===== config.mk =====
export PLATFORM = sky130hd
export DESIGN_NAME = conf_reg_top
export DESIGN_NICKNAME = d
export VERILOG_FILES = /design/src/verilog/conf_pkg.sv /design/src/verilog/alu_conf_bank.sv /design/src/verilog/conf_reg_top.sv /design/src/verilog/conf_wb_slave.sv /design/src/verilog/mem_port_conf.sv /design/src/verilog/muladd_conf_bank.sv
export SDC_FILE = /design/constraint.sdc
export NUM_CORES = 1
export LEC_CHECK = 0
export BUFFER_PORTS_ARGS = -buffer_cell sky130_fd_sc_hd__buf_4
export CAP_MARGIN = 5
export CORE_ASPECT_RATIO = 0.6
export CORE_MARGIN = 3
export CORE_UTILIZATION = 46
export CTS_CLUSTER_SIZE = 40
export DETAILED_ROUTE_END_ITERATION = 8
export GPL_ROUTABILITY_DRIVEN = 1
export PLACE_DENSITY = 0.83
export SLEW_MARGIN = 0
export SYNTH_ARGS = -nofsm -noshare
export SYNTH_HDL_FRONTEND = slang
export SYNTH_SLANG_ARGS = --single-unit

===== constraint.sdc =====
create_clock -name rst -period 5.9 [get_ports rst]
set_clock_uncertainty 0.15 [all_clocks]
set_input_delay 0.59 -clock rst [delete_from_list [all_inputs] [get_ports rst]]
set_output_delay 0.59 -clock rst [all_outputs]
set_load 0.01 [all_outputs]

===== src/verilog/conf_pkg.sv =====
package conf_pkg;

   localparam int DATA_W       = 32;
   localparam int CONF_ADDR_W  = 7;
   localparam int MEM_ADDR_W   = 10;
   localparam int PERIOD_W     = 5;
   localparam int N_W          = 5;
   localparam int ALU_FNS_W    = 4;
   localparam int MULADD_FNS_W = 2;
   localparam int SHIFT_W      = 5;

   localparam int N_MEM    = 2;
   localparam int N_ALU    = 2;
   localparam int N_MULADD = 1;

   // top three address bits select the region
   localparam logic [2:0] REGION_CLEAR  = 3'd0;
   localparam logic [2:0] REGION_MEM0   = 3'd1;
   localparam logic [2:0] REGION_ALU    = 3'd4;
   localparam logic [2:0] REGION_MULADD = 3'd6;

   localparam logic [CONF_ADDR_W-1:0] CONF_CLEAR_ADDR = {REGION_CLEAR, 4'd0};

   // memory port field codes
   localparam logic [3:0] MEM_F_ITER  = 4'd0;
   localparam logic [3:0] MEM_F_PER   = 4'd1;
   localparam logic [3:0] MEM_F_DUTY  = 4'd2;
   localparam logic [3:0] MEM_F_SEL   = 4'd3;
   localparam logic [3:0] MEM_F_START = 4'd4;
   localparam logic [3:0] MEM_F_SHIFT = 4'd5;
   localparam logic [3:0] MEM_F_INCR  = 4'd6;
   localparam logic [3:0] MEM_F_DELAY = 4'd7;
   localparam logic [3:0] MEM_F_EXT   = 4'd8;
   localparam logic [3:0] MEM_F_IN_WR = 4'd9;

   localparam logic [2:0] ALU_F_SELA = 3'd0;
   localparam logic [2:0] ALU_F_SELB = 3'd1;
   localparam logic [2:0] ALU_F_FNS  = 3'd2;

   localparam logic [2:0] MULADD_F_SELA  = 3'd0;
   localparam logic [2:0] MULADD_F_SELB  = 3'd1;
   localparam logic [2:0] MULADD_F_FNS   = 3'd2;
   localparam logic [2:0] MULADD_F_ITER  = 3'd3;
   localparam logic [2:0] MULADD_F_PER   = 3'd4;
   localparam logic [2:0] MULADD_F_DELAY = 3'd5;
   localparam logic [2:0] MULADD_F_SHIFT = 3'd6;

   typedef struct packed {
      logic [2:0] region;
      logic [3:0] field;
   } mem_addr_t;

   // alu and muladd units, 8 addresses per unit
   typedef struct packed {
      logic [2:0] region;
      logic       unit;
      logic [2:0] field;
   } fu_addr_t;

   typedef union packed {
      mem_addr_t mem_view;
      fu_addr_t  fu_view;
   } conf_addr_u;

   typedef struct packed {
      logic              en;
      conf_addr_u        addr;
      logic [DATA_W-1:0] data;
   } conf_wr_t;

   typedef struct packed {
      logic [MEM_ADDR_W-1:0] iter;
      logic [PERIOD_W-1:0]   per;
      logic [PERIOD_W-1:0]   duty;
      logic [N_W-1:0]        sel;
      logic [MEM_ADDR_W-1:0] start;
      logic [MEM_ADDR_W-1:0] shift;
      logic [MEM_ADDR_W-1:0] incr;
      logic [PERIOD_W-1:0]   delay;
      logic                  ext;
      logic                  in_wr;
   } mem_conf_t;

   typedef struct packed {
      logic [N_W-1:0]       sela;
      logic [N_W-1:0]       selb;
      logic [ALU_FNS_W-1:0] fns;
   } alu_conf_t;

   typedef struct packed {
      logic [N_W-1:0]          sela;
      logic [N_W-1:0]          selb;
      logic [MULADD_FNS_W-1:0] fns;
      logic [MEM_ADDR_W-1:0]   iter;
      logic [PERIOD_W-1:0]     per;
      logic [PERIOD_W-1:0]     delay;
      logic [SHIFT_W-1:0]      shift;
   } muladd_conf_t;

endpackage


===== src/verilog/alu_conf_bank.sv =====
`timescale 1ns/1ps

module alu_conf_bank (
   input  logic                rst,
   input  logic                clk,
   input  conf_pkg::conf_wr_t  wr,
   input  logic                clear,
   output conf_pkg::alu_conf_t alu_conf [conf_pkg::N_ALU]
);
   import conf_pkg::*;

   logic region_hit;

   assign region_hit = wr.en && (wr.addr.fu_view.region == REGION_ALU);

   always_ff @(posedge rst, posedge clk) begin
      if (clk) begin
         for (int i = 0; i < N_ALU; i++) begin
            alu_conf[i] <= '0;
         end
      end else if (clear) begin
         for (int i = 0; i < N_ALU; i++) begin
            alu_conf[i] <= '0;
         end
      end else if (region_hit) begin
         for (int i = 0; i < N_ALU; i++) begin
            if (wr.addr.fu_view.unit == 1'(i)) begin
               case (wr.addr.fu_view.field)
                  ALU_F_SELA: alu_conf[i].sela <= wr.data[N_W-1:0];
                  ALU_F_SELB: alu_conf[i].selb <= wr.data[N_W-1:0];
                  ALU_F_FNS:  alu_conf[i].fns  <= wr.data[ALU_FNS_W-1:0];
                  // 3 to 7 unused
                  default: begin
                  end
               endcase
            end
         end
      end
   end

endmodule


===== src/verilog/conf_reg_top.sv =====
`timescale 1ns/1ps

module conf_reg_top (
   input  logic                        rst,
   input  logic                        clk,
   input  logic                        cyc,
   input  logic                        stb,
   input  logic                        we,
   input  conf_pkg::conf_addr_u        adr,
   input  logic [conf_pkg::DATA_W-1:0] dat_w,
   output logic                        ack,
   output conf_pkg::mem_conf_t         mem_conf [conf_pkg::N_MEM],
   output conf_pkg::alu_conf_t         alu_conf [conf_pkg::N_ALU],
   output conf_pkg::muladd_conf_t      muladd_conf [conf_pkg::N_MULADD]
);
   import conf_pkg::*;

   conf_wr_t wr;
   logic     clear;

   conf_wb_slave slave_i (
      .rst   (rst),
      .clk   (clk),
      .cyc   (cyc),
      .stb   (stb),
      .we    (we),
      .adr   (adr),
      .dat_w (dat_w),
      .ack   (ack),
      .wr    (wr),
      .clear (clear)
   );

   // every bank sees the same pulse and decodes its own region
   mem_port_conf mem_i (
      .rst      (rst),
      .clk      (clk),
      .wr       (wr),
      .clear    (clear),
      .mem_conf (mem_conf)
   );

   alu_conf_bank alu_i (
      .rst      (rst),
      .clk      (clk),
      .wr       (wr),
      .clear    (clear),
      .alu_conf (alu_conf)
   );

   muladd_conf_bank muladd_i (
      .rst         (rst),
      .clk         (clk),
      .wr          (wr),
      .clear       (clear),
      .muladd_conf (muladd_conf)
   );

endmodule


===== src/verilog/conf_wb_slave.sv =====
`timescale 1ns/1ps

module conf_wb_slave (
   input  logic                                rst,
   input  logic                                clk,
   input  logic                                cyc,
   input  logic                                stb,
   input  logic                                we,
   input  conf_pkg::conf_addr_u                adr,
   input  logic [conf_pkg::DATA_W-1:0]         dat_w,
   output logic                                ack,
   output conf_pkg::conf_wr_t                  wr,
   output logic                                clear
);
   import conf_pkg::*;

   logic accept;
   logic clear_hit;

   // new cycle only while ack is low, so each transfer is taken once
   assign accept    = cyc & stb & ~ack;
   assign clear_hit = (adr == CONF_CLEAR_ADDR);

   always_ff @(posedge rst, posedge clk) begin
      if (clk) begin
         ack <= 1'b0;
      end else begin
         ack <= accept;
      end
   end

   // reads are acked but never reach the banks
   assign wr.en   = accept & we & ~clear_hit;
   assign wr.addr = adr;
   assign wr.data = dat_w;
   assign clear   = accept & we & clear_hit;

   ack_one_cycle: assert property (
      @(posedge rst) disable iff (clk)
      ack |=> !ack
   );

   // a bank never sees a field write and a clear on the same edge
   wr_clear_excl: assert property (
      @(posedge rst) disable iff (clk)
      !(wr.en && clear)
   );

endmodule


===== src/verilog/mem_port_conf.sv =====
`timescale 1ns/1ps

module mem_port_conf (
   input  logic                rst,
   input  logic                clk,
   input  conf_pkg::conf_wr_t  wr,
   input  logic                clear,
   output conf_pkg::mem_conf_t mem_conf [conf_pkg::N_MEM]
);
   import conf_pkg::*;

   logic [N_MEM-1:0] port_hit;

   // port i lives in region REGION_MEM0+i
   always_comb begin
      for (int i = 0; i < N_MEM; i++) begin
         port_hit[i] = wr.en && (wr.addr.mem_view.region == REGION_MEM0 + 3'(i));
      end
   end

   always_ff @(posedge rst, posedge clk) begin
      if (clk) begin
         for (int i = 0; i < N_MEM; i++) begin
            mem_conf[i] <= '0;
         end
      end else if (clear) begin
         for (int i = 0; i < N_MEM; i++) begin
            mem_conf[i] <= '0;
         end
      end else begin
         for (int i = 0; i < N_MEM; i++) begin
            if (port_hit[i]) begin
               // codes 10 to 15 fall through
               case (wr.addr.mem_view.field)
                  MEM_F_ITER:  mem_conf[i].iter  <= wr.data[MEM_ADDR_W-1:0];
                  MEM_F_PER:   mem_conf[i].per   <= wr.data[PERIOD_W-1:0];
                  MEM_F_DUTY:  mem_conf[i].duty  <= wr.data[PERIOD_W-1:0];
                  MEM_F_SEL:   mem_conf[i].sel   <= wr.data[N_W-1:0];
                  MEM_F_START: mem_conf[i].start <= wr.data[MEM_ADDR_W-1:0];
                  MEM_F_SHIFT: mem_conf[i].shift <= wr.data[MEM_ADDR_W-1:0];
                  MEM_F_INCR:  mem_conf[i].incr  <= wr.data[MEM_ADDR_W-1:0];
                  MEM_F_DELAY: mem_conf[i].delay <= wr.data[PERIOD_W-1:0];
                  MEM_F_EXT:   mem_conf[i].ext   <= wr.data[0];
                  MEM_F_IN_WR: mem_conf[i].in_wr <= wr.data[0];
                  default: begin
                  end
               endcase
            end
         end
      end
   end

   // outside a clear, no two ports move on the same edge
   for (genvar a = 0; a < N_MEM; a++) begin : g_port_a
      for (genvar b = a + 1; b < N_MEM; b++) begin : g_port_b
         one_port_per_write: assert property (
            @(posedge rst) disable iff (clk)
            !clear |=> !($changed(mem_conf[a]) && $changed(mem_conf[b]))
         );
      end
   end

endmodule


===== src/verilog/muladd_conf_bank.sv =====
`timescale 1ns/1ps

module muladd_conf_bank (
   input  logic                   rst,
   input  logic                   clk,
   input  conf_pkg::conf_wr_t     wr,
   input  logic                   clear,
   output conf_pkg::muladd_conf_t muladd_conf [conf_pkg::N_MULADD]
);
   import conf_pkg::*;

   logic region_hit;

   assign region_hit = wr.en && (wr.addr.fu_view.region == REGION_MULADD);

   always_ff @(posedge rst, posedge clk) begin
      if (clk) begin
         for (int i = 0; i < N_MULADD; i++) begin
            muladd_conf[i] <= '0;
         end
      end else if (clear) begin
         for (int i = 0; i < N_MULADD; i++) begin
            muladd_conf[i] <= '0;
         end
      end else if (region_hit) begin
         // unit index past N_MULADD matches no entry
         for (int i = 0; i < N_MULADD; i++) begin
            if (wr.addr.fu_view.unit == 1'(i)) begin
               case (wr.addr.fu_view.field)
                  MULADD_F_SELA:  muladd_conf[i].sela  <= wr.data[N_W-1:0];
                  MULADD_F_SELB:  muladd_conf[i].selb  <= wr.data[N_W-1:0];
                  MULADD_F_FNS:   muladd_conf[i].fns   <= wr.data[MULADD_FNS_W-1:0];
                  MULADD_F_ITER:  muladd_conf[i].iter  <= wr.data[MEM_ADDR_W-1:0];
                  MULADD_F_PER:   muladd_conf[i].per   <= wr.data[PERIOD_W-1:0];
                  MULADD_F_DELAY: muladd_conf[i].delay <= wr.data[PERIOD_W-1:0];
                  MULADD_F_SHIFT: muladd_conf[i].shift <= wr.data[SHIFT_W-1:0];
                  default: begin
                  end
               endcase
            end
         end
      end
   end

   // a field only moves on a write into this region for a present unit
   for (genvar g = 0; g < N_MULADD; g++) begin : g_unit_chk
      unit_in_range: assert property (
         @(posedge rst) disable iff (clk)
         ($changed(muladd_conf[g]) && !$past(clear)) |->
            ($past(wr.addr.fu_view.region) == REGION_MULADD &&
             $past(wr.addr.fu_view.unit) < N_MULADD)
      );
   end

endmodule

==> run metrics <==
status=finished, final reports clean; register-to-register setup slack=2370 ps; Hold Path End=slave_i.ack; flops & latches, synth=190; Relative slew margins=0.229; CP most frequent cell=o21ai_0; synth-to-layout area growth=29.7%; CTS resizes=0; most common cell after layout, fill and taps aside=buf_4; Total Wirelength=22600 µm; Die W=174 µm; Setup crit end kind=flop; Slew @ Worst Pin=1140 ps; GRT Overall Usage=0.244; smallest hold slack=251 ps; maximum vdd drop=0.185 mV; vias in the first global route=5948; post-route clock period utilization=0.599; DIE HEIGHT=107 µm; commonest cells after routing, fill and taps aside=buf_4 (213), dfrtp_1 (190), mux2_2 (83), o21ai_0 (73), nand2_1 (69); post-layout instance area=10100 µm²; startpoint types=flop; cts hold-fix bufs=0; ANT cells=0; synthesis warning total=0; Pleak=5.09 nW; Pre-antenna DRT Iters=5; Worst Path Buf+Inv=0; fin crit period=3530 ps; core footprint=16400 µm²; CTS tree=done; remaining global-route overflow=0; final max-slew violation count=0; delay-heaviest family, CP=compound AO/OA/AOI/OAI gates; RSZ-0062 raised after global routing=no; via count=6035; Max-cap violations=0; CTS Sinks=190; number of synthesized flops with an enable pin=0; initial drt markers=721; Final Util=0.615; Final Setup Violations=0; Setup Total Neg Slack=0 ps; Worst path slowest cell=o21ai_0; register area share after synthesis=0.612; via density per instance=5.71; Worst Setup Path Type=reg2reg; Detail Route Antenna Nets=0; syn_area_per_cell=12.4 µm²; Worst-path clk slew=80 ps; crit path DAT=3640 ps; Initial Util=0.474; H-tree lvl count=4; RR Startpoint=slave_i.ack; row count=36; share of cells above drive strength 1=0.413; min-delay src=stb; asr flop ratio synth=1.00; post-synth cell types=49; largest net degree at the start of global routing=191; crit-path max FO=31; final hold vios=0; P per Cell Area=278 nW/µm²; global-route wire length before repair=35400 µm; Num CTS Buffers=17; Placed Area=9500 µm²; Final HPWL DP=15900 µm; initial antenna violation count=1; hold path depth=3; Final #Nets=860; root buffer cell=clkbuf_16; Worst EP required=6000 ps; DRC=0; Post-CTS Setup Bufs=0; port bufs=211; FMAX=283 MHz; FF-to-FF path depth=4; Worst-Skew Late Latency=420 ps; max incr delay on CP=1220 ps; cell count after synthesis=625; Longest Clk Path Bufs=2; reg-to-reg critical path endpoint=mem_i.mem_conf[102]; Mapped Area=7770 µm²; crit-path cells=and4b_1 > nand4_2 > o21ai_0 > o21ai_0; prevailing post-synth register cell=dfrtp_1; Die Footprint=18500 µm²; Min-Delay Path Class=in2reg; RD Place Congestion=0.837; Mapped Nets=669; WL/cell=21.4 µm; Ports=234
==> flip-flops by register name, indices dropped and copies added, names as in the netlist <==
signal / count
alu_i.alu_conf: 28
slave_i.ack: 1
muladd_i.muladd_conf: 37
mem_i.mem_conf: 124
==> layout make-up <==
| type | instances | area [µm²] |
|---|---|---|
| Fill cell | 1324 | 6310 |
| Sequential cell | 190 | 4750 |
| Multi-Input combinational cell | 389 | 2820 |
| Timing Repair Buffer | 214 | 1620 |
| Clock buffer | 18 | 439 |
| Tap cell | 228 | 285 |
| Clock inverter | 13 | 148 |
| Inverter | 4 | 18.8 |
==> metrics by stage <==
step	std cells	total power [W]	worst slack, ps
after global placement	1025	0.00167	2180
final	1056	0.00280	2370
after detailed placement	1025	0.00168	2070
after global routing	1056	0.00291	2070
after floorplan	625	0.00154	2710
after CTS	1056	0.00282	2410
==> logic make-up after synthesis <==
logic type      count (synthesis)  synth area share
mux                            83             0.120
buf+inv                        46            0.0259
simple gates                  142            0.0940
flops                         190             0.612
compound gates                161             0.145
xor+xnor                        3           0.00338
==> synth_stat cells, types with 2 or more instances <==
| library cell | count | area [µm²] |
|---|---|---|
| a21o_1 | 4 | 30.0 |
| a21oi_1 | 3 | 15.0 |
| a22o_1 | 28 | 245 |
| a32o_1 | 14 | 140 |
| and2_1 | 3 | 18.8 |
| and3_1 | 8 | 50.1 |
| buf_2 | 11 | 55.1 |
| buf_6 | 2 | 22.5 |
| clkbuf_1 | 29 | 109 |
| dfrtp_1 | 190 | 4750 |
| inv_1 | 4 | 15.0 |
| mux2_2 | 83 | 935 |
| nand2_1 | 69 | 259 |
| nand3_1 | 13 | 65.1 |
| nand4_1 | 2 | 12.5 |
| nor2_1 | 15 | 56.3 |
| nor2_2 | 2 | 12.5 |
| nor3_1 | 7 | 35.0 |
| nor4_1 | 3 | 18.8 |
| nor4_4 | 2 | 42.5 |
| nor4b_1 | 2 | 17.5 |
| o2111ai_1 | 6 | 52.6 |
| o21a_1 | 10 | 75.1 |
| o21ai_0 | 73 | 365 |
| o221ai_1 | 2 | 17.5 |
| o2bb2ai_1 | 10 | 87.6 |
| or2_2 | 2 | 12.5 |
| or3_1 | 4 | 25.0 |
| or4_1 | 3 | 22.5 |
| xnor2_1 | 2 | 17.5 |
==> metal layers <==
| layer | track usage | part of all wire | vias to the layer above |
|---|---|---|---|
| li1 | - | - | 2662 |
| met1 | 0.354 | 0.45 | 3098 |
| met2 | 0.350 | 0.43 | 249 |
| met3 | 0.0948 | 0.10 | 26 |
| met4 | 0.0499 | 0.013 | 0 |
| met5 | 0 | 0 | - |
==> worst max-delay path by stage <==
stage                start                   to  slack, ps  cells past startpoint
2_1_floorplan          clk    alu_i.alu_conf[0]       2710                      1
3_3_place_gp        adr[0]  mem_i.mem_conf[102]       2180                      5
3_5_place_dp        adr[0]   mem_i.mem_conf[73]       2070                      5
4_1_cts        slave_i.ack   mem_i.mem_conf[73]       2410                      4
5_1_grt        slave_i.ack   mem_i.mem_conf[73]       2070                      4
6_report       slave_i.ack  mem_i.mem_conf[102]       2370                      4
==> power by group <==
| group | switching (W) | total (W) | internal [W] |
|---|---|---|---|
| combinational | 0.000153 | 0.000267 | 0.000114 |
| sequential | 0.0000305 | 0.00138 | 0.00135 |
| clock | 0.000543 | 0.00115 | 0.000611 |
| total | 0.000726 | 0.00280 | 0.00208 |
==> worst reg2reg max path: stages (launching register included) <==
cell and delay [ps]:
dfrtp_1 430, and4b_1 570, nand4_2 770, o21ai_0 1220, o21ai_0 230
(Power assumes the default switching activity.)
